===== src/logic/rv32i_pkg.sv =====
// Shared types for the RV32I integer pipeline.
// Imported by the interface, the RTL stages and the testbench.

package rv32i_pkg;

    // Data path width
    localparam int xlen = 32;

    typedef logic [xlen-1:0] word_t;
    typedef logic [4:0]      reg_idx_t;

    // ------------------------------------------------------------
    // Major opcodes handled by decode
    // ------------------------------------------------------------
    // Any other 7-bit value is treated as unsupported
    typedef enum logic [6:0] {
        opc_op     = 7'b0110011,
        opc_op_imm = 7'b0010011,
        opc_lui    = 7'b0110111
    } opcode_e;

    // ALU operations, chosen in decode and carried to execute
    typedef enum logic [3:0] {
        alu_add    = 4'd0,
        alu_sub    = 4'd1,
        alu_sll    = 4'd2,
        alu_slt    = 4'd3,
        alu_sltu   = 4'd4,
        alu_xor    = 4'd5,
        alu_srl    = 4'd6,
        alu_sra    = 4'd7,
        alu_or     = 4'd8,
        alu_and    = 4'd9,
        // LUI just forwards the immediate
        alu_pass_b = 4'd10
    } alu_op_e;

    // ------------------------------------------------------------
    // One instruction word, three field layouts
    // ------------------------------------------------------------
    typedef union packed {
        // Register-register
        struct packed {
            logic [6:0] funct7;
            reg_idx_t   rs2;
            reg_idx_t   rs1;
            logic [2:0] funct3;
            reg_idx_t   rd;
            logic [6:0] opcode;
        } r;
        // Register-immediate, shift amount sits in imm[4:0]
        struct packed {
            logic [11:0] imm;
            reg_idx_t    rs1;
            logic [2:0]  funct3;
            reg_idx_t    rd;
            logic [6:0]  opcode;
        } i;
        // Upper immediate
        struct packed {
            logic [19:0] imm;
            reg_idx_t    rd;
            logic [6:0]  opcode;
        } u;
    } instr_u;

endpackage


===== src/logic/id_ex_if.sv =====
// Decoded instruction bundle between decode and execute.
// Decode registers every field, execute only reads them.

`timescale 1ns/1ps

interface id_ex_if;
    import rv32i_pkg::*;

    // Strobe, no handshake
    logic     valid;
    // Destination and source indices
    reg_idx_t rd;
    reg_idx_t rs1;
    reg_idx_t rs2;
    // Register file read data, sampled in decode
    word_t    rs1_data;
    word_t    rs2_data;
    // Immediate and operand B select
    word_t    imm;
    logic     use_imm;
    alu_op_e  alu_op;

    // Producer side
    modport decode (
        output valid, rd, rs1, rs2, rs1_data, rs2_data, imm, use_imm, alu_op
    );

    // Consumer side
    modport execute (
        input valid, rd, rs1, rs2, rs1_data, rs2_data, imm, use_imm, alu_op
    );

endinterface


===== src/logic/decode_stage.sv =====
// Decode stage. Splits the instruction word, builds the immediate,
// picks the ALU operation and registers the ID/EX bundle.
// Register reads go out to reg_file and come back the same cycle.

`timescale 1ns/1ps

module decode_stage (
    input  logic                clk,
    input  logic                rst_n,
    input  logic                instr_valid,
    input  rv32i_pkg::word_t    instr,
    output rv32i_pkg::reg_idx_t rs1,
    output rv32i_pkg::reg_idx_t rs2,
    input  rv32i_pkg::word_t    rs1_data,
    input  rv32i_pkg::word_t    rs2_data,
    id_ex_if.decode             id_ex
);
    import rv32i_pkg::*;

    instr_u  iw;
    logic    supported;
    logic    use_imm_d;
    alu_op_e alu_op_d;
    word_t   imm_d;

    assign iw = instr;

    // Source fields sit at the same bits in every format used here
    assign rs1 = iw.r.rs1;
    assign rs2 = iw.r.rs2;

    // ------------------------------------------------------------
    // Control decode
    // ------------------------------------------------------------
    always_comb begin
        supported = 1'b0;
        use_imm_d = 1'b0;
        alu_op_d  = alu_add;
        // Sign-extended I immediate unless LUI overrides
        imm_d     = {{20{iw.i.imm[11]}}, iw.i.imm};
        case (iw.r.opcode)
            opc_op: begin
                supported = 1'b1;
                case (iw.r.funct3)
                    3'b000:  alu_op_d = iw.r.funct7[5] ? alu_sub : alu_add;
                    3'b001:  alu_op_d = alu_sll;
                    3'b010:  alu_op_d = alu_slt;
                    3'b011:  alu_op_d = alu_sltu;
                    3'b100:  alu_op_d = alu_xor;
                    3'b101:  alu_op_d = iw.r.funct7[5] ? alu_sra : alu_srl;
                    3'b110:  alu_op_d = alu_or;
                    default: alu_op_d = alu_and;
                endcase
            end
            opc_op_imm: begin
                supported = 1'b1;
                use_imm_d = 1'b1;
                // No SUBI, bit 30 only splits SRLI from SRAI
                case (iw.i.funct3)
                    3'b000:  alu_op_d = alu_add;
                    3'b001:  alu_op_d = alu_sll;
                    3'b010:  alu_op_d = alu_slt;
                    3'b011:  alu_op_d = alu_sltu;
                    3'b100:  alu_op_d = alu_xor;
                    3'b101:  alu_op_d = iw.r.funct7[5] ? alu_sra : alu_srl;
                    3'b110:  alu_op_d = alu_or;
                    default: alu_op_d = alu_and;
                endcase
            end
            opc_lui: begin
                supported = 1'b1;
                use_imm_d = 1'b1;
                alu_op_d  = alu_pass_b;
                imm_d     = {iw.u.imm, 12'b0};
            end
            default: begin
                // Unsupported, falls out as a bubble
                supported = 1'b0;
            end
        endcase
    end

    // ------------------------------------------------------------
    // ID/EX register
    // ------------------------------------------------------------
    // rd of x0 is dropped here so later stages never see it
    always_ff @(posedge clk) begin
        if (!rst_n) begin
            id_ex.valid <= 1'b0;
        end else begin
            id_ex.valid <= instr_valid && supported && (iw.r.rd != '0);
        end
    end

    // Payload, qualified by valid
    always_ff @(posedge clk) begin
        id_ex.rd       <= iw.r.rd;
        id_ex.rs1      <= rs1;
        id_ex.rs2      <= rs2;
        id_ex.rs1_data <= rs1_data;
        id_ex.rs2_data <= rs2_data;
        id_ex.imm      <= imm_d;
        id_ex.use_imm  <= use_imm_d;
        id_ex.alu_op   <= alu_op_d;
    end

    // alu_op is only meaningful when its control fields are known
    a_ctrl_known: assert property (@(posedge clk) disable iff (!rst_n)
        instr_valid |-> !$isunknown({iw.r.opcode, iw.r.funct3, iw.r.funct7[5]}));

endmodule


===== src/logic/execute_stage.sv =====
// Execute stage. Forwards the previous result into the operands,
// runs the ALU and registers the EX/WB result.
// The EX/WB outputs are also the register file write port.

`timescale 1ns/1ps

module execute_stage (
    input  logic                clk,
    input  logic                rst_n,
    id_ex_if.execute            id_ex,
    output logic                wb_valid,
    output rv32i_pkg::reg_idx_t wb_rd,
    output rv32i_pkg::word_t    wb_data
);
    import rv32i_pkg::*;

    logic       fwd_a;
    logic       fwd_b;
    word_t      op_a;
    word_t      op_b_reg;
    word_t      op_b;
    logic [4:0] shamt;
    word_t      alu_res;

    // ------------------------------------------------------------
    // Forwarding from EX/WB
    // ------------------------------------------------------------
    // Distance two is covered by the register file bypass
    assign fwd_a = wb_valid && (wb_rd != '0) && (wb_rd == id_ex.rs1);
    assign fwd_b = wb_valid && (wb_rd != '0) && (wb_rd == id_ex.rs2);

    assign op_a     = fwd_a ? wb_data : id_ex.rs1_data;
    assign op_b_reg = fwd_b ? wb_data : id_ex.rs2_data;
    // Immediate wins after forwarding, so a stray rs2 match is harmless
    assign op_b     = id_ex.use_imm ? id_ex.imm : op_b_reg;

    // Only the low five bits shift
    assign shamt = op_b[4:0];

    // ------------------------------------------------------------
    // ALU
    // ------------------------------------------------------------
    always_comb begin
        case (id_ex.alu_op)
            alu_add:    alu_res = op_a + op_b;
            alu_sub:    alu_res = op_a - op_b;
            alu_sll:    alu_res = op_a << shamt;
            alu_slt:    alu_res = word_t'($signed(op_a) < $signed(op_b));
            alu_sltu:   alu_res = word_t'(op_a < op_b);
            alu_xor:    alu_res = op_a ^ op_b;
            alu_srl:    alu_res = op_a >> shamt;
            alu_sra:    alu_res = word_t'($signed(op_a) >>> shamt);
            alu_or:     alu_res = op_a | op_b;
            alu_and:    alu_res = op_a & op_b;
            alu_pass_b: alu_res = op_b;
            default:    alu_res = '0;
        endcase
    end

    // ------------------------------------------------------------
    // EX/WB register
    // ------------------------------------------------------------
    always_ff @(posedge clk) begin
        if (!rst_n) begin
            wb_valid <= 1'b0;
        end else begin
            wb_valid <= id_ex.valid;
        end
    end

    // Data and index ride along with valid
    always_ff @(posedge clk) begin
        wb_rd   <= id_ex.rd;
        wb_data <= alu_res;
    end

    // Decode filters x0 targets, so no writeback ever names x0
    a_wb_rd_nonzero: assert property (@(posedge clk) disable iff (!rst_n)
        wb_valid |-> wb_rd != '0);

endmodule


===== src/logic/reg_file.sv =====
// Architectural register file, two read ports and one write port.
// Reads are combinational and see the write of the same cycle.
// NUM_REGS of 16 gives an RV32E-style file.

`timescale 1ns/1ps

module reg_file #(
    parameter int NUM_REGS = 32
) (
    input  logic               clk,
    input  logic               rst_n,
    input  rv32i_pkg::reg_idx_t rs1,
    input  rv32i_pkg::reg_idx_t rs2,
    output rv32i_pkg::word_t   rs1_data,
    output rv32i_pkg::word_t   rs2_data,
    input  logic               wr_en,
    input  rv32i_pkg::reg_idx_t wr_rd,
    input  rv32i_pkg::word_t   wr_data
);
    import rv32i_pkg::*;

    word_t regs [NUM_REGS];
    logic  wr_hit;

    // Writes to x0 or past the end of the file are dropped
    assign wr_hit = wr_en && (wr_rd != '0) && (int'(wr_rd) < NUM_REGS);

    always_ff @(posedge clk) begin
        if (!rst_n) begin
            for (int i = 0; i < NUM_REGS; i++) begin
                regs[i] <= '0;
            end
        end else if (wr_hit) begin
            regs[wr_rd] <= wr_data;
        end
    end

    // x0 and absent registers read zero, current write bypasses the array
    function automatic word_t read_port(reg_idx_t idx);
        if (idx == '0 || int'(idx) >= NUM_REGS) begin
            return '0;
        end
        if (wr_hit && wr_rd == idx) begin
            return wr_data;
        end
        return regs[idx];
    endfunction

    assign rs1_data = read_port(rs1);
    assign rs2_data = read_port(rs2);

    // Write port never presents a write to x0
    a_wr_not_x0: assert property (@(posedge clk) disable iff (!rst_n)
        wr_en |-> wr_rd != '0);

endmodule


===== src/logic/rv32i_core.sv =====
// Top of the RV32I integer pipeline: decode, execute, writeback.
// One decoded instruction per cycle in, results leave 2 cycles later.
// NUM_REGS sizes the register file.

`timescale 1ns/1ps

module rv32i_core #(
    parameter int NUM_REGS = 32
) (
    input  logic                clk,
    input  logic                rst_n,
    input  logic                instr_valid,
    input  rv32i_pkg::word_t    instr,
    output logic                wb_valid,
    output rv32i_pkg::reg_idx_t wb_rd,
    output rv32i_pkg::word_t    wb_data
);
    import rv32i_pkg::*;

    // Decode to register file read ports
    reg_idx_t rs1_idx;
    reg_idx_t rs2_idx;
    word_t    rs1_data;
    word_t    rs2_data;

    // ID/EX bundle
    id_ex_if id_ex ();

    // ------------------------------------------------------------
    // Register file, written from EX/WB
    // ------------------------------------------------------------
    reg_file #(
        .NUM_REGS (NUM_REGS)
    ) u_reg_file (
        .clk      (clk),
        .rst_n    (rst_n),
        .rs1      (rs1_idx),
        .rs2      (rs2_idx),
        .rs1_data (rs1_data),
        .rs2_data (rs2_data),
        .wr_en    (wb_valid),
        .wr_rd    (wb_rd),
        .wr_data  (wb_data)
    );

    // ------------------------------------------------------------
    // Stages
    // ------------------------------------------------------------
    decode_stage u_decode_stage (
        .clk         (clk),
        .rst_n       (rst_n),
        .instr_valid (instr_valid),
        .instr       (instr),
        .rs1         (rs1_idx),
        .rs2         (rs2_idx),
        .rs1_data    (rs1_data),
        .rs2_data    (rs2_data),
        .id_ex       (id_ex)
    );

    // Writeback drives both the outputs and the file write port
    execute_stage u_execute_stage (
        .clk      (clk),
        .rst_n    (rst_n),
        .id_ex    (id_ex),
        .wb_valid (wb_valid),
        .wb_rd    (wb_rd),
        .wb_data  (wb_data)
    );

endmodule


===== config.mk =====
export PLATFORM = sky130hd
export DESIGN_NAME = rv32i_core
export DESIGN_NICKNAME = d
export VERILOG_FILES = /design/src/logic/rv32i_pkg.sv /design/src/logic/id_ex_if.sv /design/src/logic/decode_stage.sv /design/src/logic/execute_stage.sv /design/src/logic/reg_file.sv /design/src/logic/rv32i_core.sv
export SDC_FILE = /design/constraint.sdc
export NUM_CORES = 2
export LEC_CHECK = 0
export BUFFER_PORTS_ARGS = -buffer_cell sky130_fd_sc_hd__buf_2
export CAP_MARGIN = 10
export CORE_ASPECT_RATIO = 0.75
export CORE_MARGIN = 1.5
export CORE_UTILIZATION = 30
export DETAILED_ROUTE_END_ITERATION = 10
export PLACE_DENSITY = 0.53
export SYNTH_ARGS = -nofsm -noshare
export SYNTH_HDL_FRONTEND = slang
export SYNTH_HIERARCHICAL = 1
export SYNTH_SLANG_ARGS = --single-unit

===== constraint.sdc =====
create_clock -name clk -period 6.3 [get_ports clk]
set_clock_uncertainty 0.2 [all_clocks]
set_input_delay 0.63 -clock clk [delete_from_list [all_inputs] [get_ports clk]]
set_output_delay 0.63 -clock clk [all_outputs]
set_load 0.1 [all_outputs]

==> impl_metrics.tcl <==
set metrics [dict create \
    synthCells 5836 \
    drive_gt1_share_pct 18.53 \
    min_period_ps 6035 \
    ys_types 107 \
    num_vias 53860 \
    grt_pass1_vias 49921 \
    relSlewSlack_pct 10.19 \
    final_cell_mix "edfxtp_1, and2_1, mux2i_1" \
    hold_class "input pin to flop" \
    synth_top_family_by_area "multiplexers" \
    cp_max_fo 14 \
    htreeDepth 4 \
    dieArea_sq_mm 0.2359 \
    synth-simple-area-share_pct 14.64 \
    required_ps 6760 \
    slowest_stage "or4_4" \
    cp-startpoint "u_execute_stage/wb_rd[4]" \
    cts-root-buf "clkbuf_16" \
    cts_sinks 1179 \
    grt_overflow 0 \
    postCtsSetupBuffers 0 \
    seq_area_frac_synth_pct 48.44 \
    drcViolationCount 0 \
    reg2reg_to "u_execute_stage/wb_data[26]" \
    via_per_inst 5.999 \
    finalSetupViolCount 0 \
    io_buffer_count 72 \
    tightest_slew_ps 1310 \
    start_util_pct 30.17 \
    drv_cap 0 \
    cellLeakagePower_nw 29.12 \
    hold_viol 0 \
    core_sq_mm 0.2316 \
    synth.avg_cell_area_sq_um 11.97 \
    final.setup.tns_ps 0 \
    grt_usage_pct 25.89 \
    rows 153 \
    grt_first_pass_wirelength_microns 426200 \
    r2r_cells 17 \
    critical_path_class "flop to flop" \
    synth_edf_count 1024 \
    synthAdderAreaFrac_pct 1.830 \
    tritoncts "yes" \
    antenna_found_initial 29 \
    grt_max_degree 95 \
    netlist_area_sq_mm 0.06988 \
    hold_end "u_decode_stage/id_ex.imm[15]" \
    cts_buffers 138 \
    place_ws_ps 430.4 \
    dp_hpwl_microns 213000 \
    clk_latency_ps 800 \
    peakVddDrop_v 0.0004383 \
    cts_buffer_depth 3 \
    synthMuxAreaShare_pct 18.71 \
    nets 5897 \
    final_max_slew_viol_count 0 \
    synth-xor-area-share_pct 0.6392 \
    worstHoldStart "instr[15]" \
    reg2reg_slack_ps 260 \
    synth_compound_area_share_pct 11.41 \
    async_reset_ff_share_pct 0 \
    synth_flop_cell "edfxtp_1" \
    ys_ff_latch 1179 \
    layout_commonest_cell "edfxtp_1" \
    gp_congestion 1.050 \
    rsz0062_at_grt "false" \
    critPathArrivalTime_ps 6490 \
    yosys_warnings 6 \
    fin_ws_ps 264.9 \
    fp.dieH_microns 421.0 \
    nFillCells 22838 \
    max_stage_delay_ps 580 \
    status "complete, no violations" \
    wl_per_cell_microns 35.10 \
    antenna_left 0 \
    die_w_microns 560.3 \
    num_io_pins 73 \
    drtPass1Iterations 10 \
    p_per_area_mw_per_mm2 309.5 \
    critPathCaptureType "flop" \
    whs_path_depth 2 \
    r2r_start "u_execute_stage/wb_rd[4]" \
    drt_iter0_markers 8580 \
    path_clk_slew_ps 60 \
    cp-start-kind "flop" \
    fin_crit_sh_pct 95.80 \
    cp_cell_sequence "or4_4 -> o211a_1 -> nand2_2 -> buf_4 -> buf_4 -> mux2i_1 -> o21ai_0 -> ha_1 -> or2_2 -> or3_1 -> or4_1 -> a211oi_1 -> nor3_1 -> a21boi_2 -> or3_1 -> a31oi_1 -> o211ai_1" \
    area_growth_pct 12.84 \
    drt-total-wl_microns 315200 \
    max_freq_mhz 165.7 \
]
-- report_power, final --
part	switching, mW	leakage [nW]	internal, mW
Sequential	0.442	11.9	8.89
Clock	3.50	2.16	4.57
Combinational	5.30	15.1	1.69
Total	9.25	29.1	15.2
-- critical path: cells and delay by family (launching register included) --
family                     cells  cell delay (ps)
AOI/OAI and AO/OA              6             1320
adders and majority gates      1              490
buffers and inverters          2              630
DFF                            1              420
muxes                          1              250
and+or+nand+nor                7             2550
-- synthesized netlist by cell type (all sizes together), types with 11 or more instances --
| library cell | n | area [sq um] |
|---|---|---|
| nor4 | 13 | 93.84 |
| o211ai | 41 | 312.8 |
| a21oi | 232 | 1165 |
| a221oi | 68 | 608.1 |
| a21o | 40 | 300.3 |
| a221o | 16 | 160.2 |
| and2 | 966 | 6043 |
| dfxtp | 155 | 3103 |
| o31ai | 15 | 136.4 |
| a22oi | 106 | 795.8 |
| buf | 178 | 1136 |
| clkbuf | 400 | 1503 |
| o221ai | 56 | 490.5 |
| a32o | 32 | 320.3 |
| or4 | 11 | 90.08 |
| a31oi | 19 | 118.9 |
| o22ai | 56 | 364.1 |
| xnor2 | 49 | 429.2 |
| and3 | 28 | 180.2 |
| inv | 102 | 382.9 |
| nand2b | 26 | 162.7 |
| edfxtp | 1024 | 30750 |
| nand3 | 65 | 325.3 |
| a211oi | 94 | 718.2 |
| ha | 99 | 1239 |
| mux4 | 368 | 8325 |
| a211o | 21 | 183.9 |
| o21bai | 21 | 157.7 |
| nand4 | 29 | 181.4 |
| nand2 | 288 | 1084 |
| nor2b | 35 | 219.0 |
| mux2 | 58 | 653.1 |
| nor3 | 116 | 580.6 |
| o21ai | 205 | 1034 |
| mux2i | 409 | 4094 |
| or3 | 21 | 136.4 |
| nor2 | 208 | 802.0 |
| a22o | 18 | 157.7 |
-- routing by layer --
| metal | track usage [%] | vias up | wire [microns] | part of all wire (%) |
|---|---|---|---|---|
| met5 | 0 | - | 132 | 0.042 |
| met4 | 9.463 | 14 | 12710 | 4.0 |
| met1 | 36.21 | 27640 | 130700 | 41 |
| met3 | 10.59 | 516 | 45350 | 14 |
| li1 | - | 21988 | - | - |
| met2 | 35.39 | 3702 | 126300 | 40 |
-- how the worst max path moves through the flow --
stage                             endpoint  slack (ps)  cells past startpoint
6_report       u_execute_stage/wb_data[26]         260                     17
5_1_grt        u_execute_stage/wb_data[31]          50                     16
4_1_cts        u_execute_stage/wb_data[30]         360                     19
3_5_place_dp   u_execute_stage/wb_data[30]         430                     19
3_3_place_gp   u_execute_stage/wb_data[30]         360                     19
2_1_floorplan  u_execute_stage/wb_data[29]          80                     21
-- final cells by class --
class	instances	area, sq um	share of cell area [%]
flip-flops and latches	1179	33880	42.96
well taps	3100	3879	4.919
diodes	7	17.52	0.02221
clock inverters	68	663.1	0.8409
clock buffers	182	3764	4.773
inverters	102	382.9	0.4855
multi-input cells	4008	33680	42.72
repair buffers	332	2589	3.283
-- flip-flops by register name, indices dropped and copies added, names as in the netlist --
signal	count
u_execute_stage/wb_data	32
u_decode_stage/id_ex.rs2	5
u_decode_stage/id_ex.alu_op	4
u_decode_stage/id_ex.rs2_data	32
u_decode_stage/id_ex.rs1_data	32
u_decode_stage/id_ex.rs1	5
u_decode_stage/id_ex.use_imm	1
u_decode_stage/id_ex.valid	1
u_execute_stage/wb_valid	1
u_execute_stage/wb_rd	5
u_reg_file/regs	1024
u_decode_stage/id_ex.imm	32
u_decode_stage/id_ex.rd	5
-- kinds of logic after synthesis --
| kind of cell | Yosys count |
|---|---|
| AOI/OAI and AO/OA | 1141 |
| xor gates and xnor gates | 51 |
| adders and majority gates | 101 |
| buffers and inverters | 680 |
| DFF | 1179 |
| muxes | 835 |
| other | 1 |
| and+or+nand+nor | 1848 |
-- per-stage QoR --
| step | instance area (sq um) | total power [mW] | hold slack [ps] | util, % | std cells |
|---|---|---|---|---|---|
| 6_report | 78860 | 24.40 | 39.51 | 34.04 | 8978 |
| 5_1_grt | 78840 | 24.90 | 16.82 | 34.04 | 8972 |
| 4_1_cts | 78830 | 24.19 | 8.943 | 34.03 | 8970 |
| 3_5_place_dp | 74200 | 16.16 | 197.0 | 32.03 | 8700 |
| 3_3_place_gp | 74180 | 16.15 | 196.1 | 32.02 | 8699 |
| 2_1_floorplan | 70010 | 13.10 | 108.9 | - | 5867 |
-- timing repair --
action	CTS	global route
endpoints found under the hold margin	29	0
setup endpoints to repair	0	3
gates resized for setup	0	1
hold buffers	20	0
No activity file was read; power rests on OpenSTA's default activity.
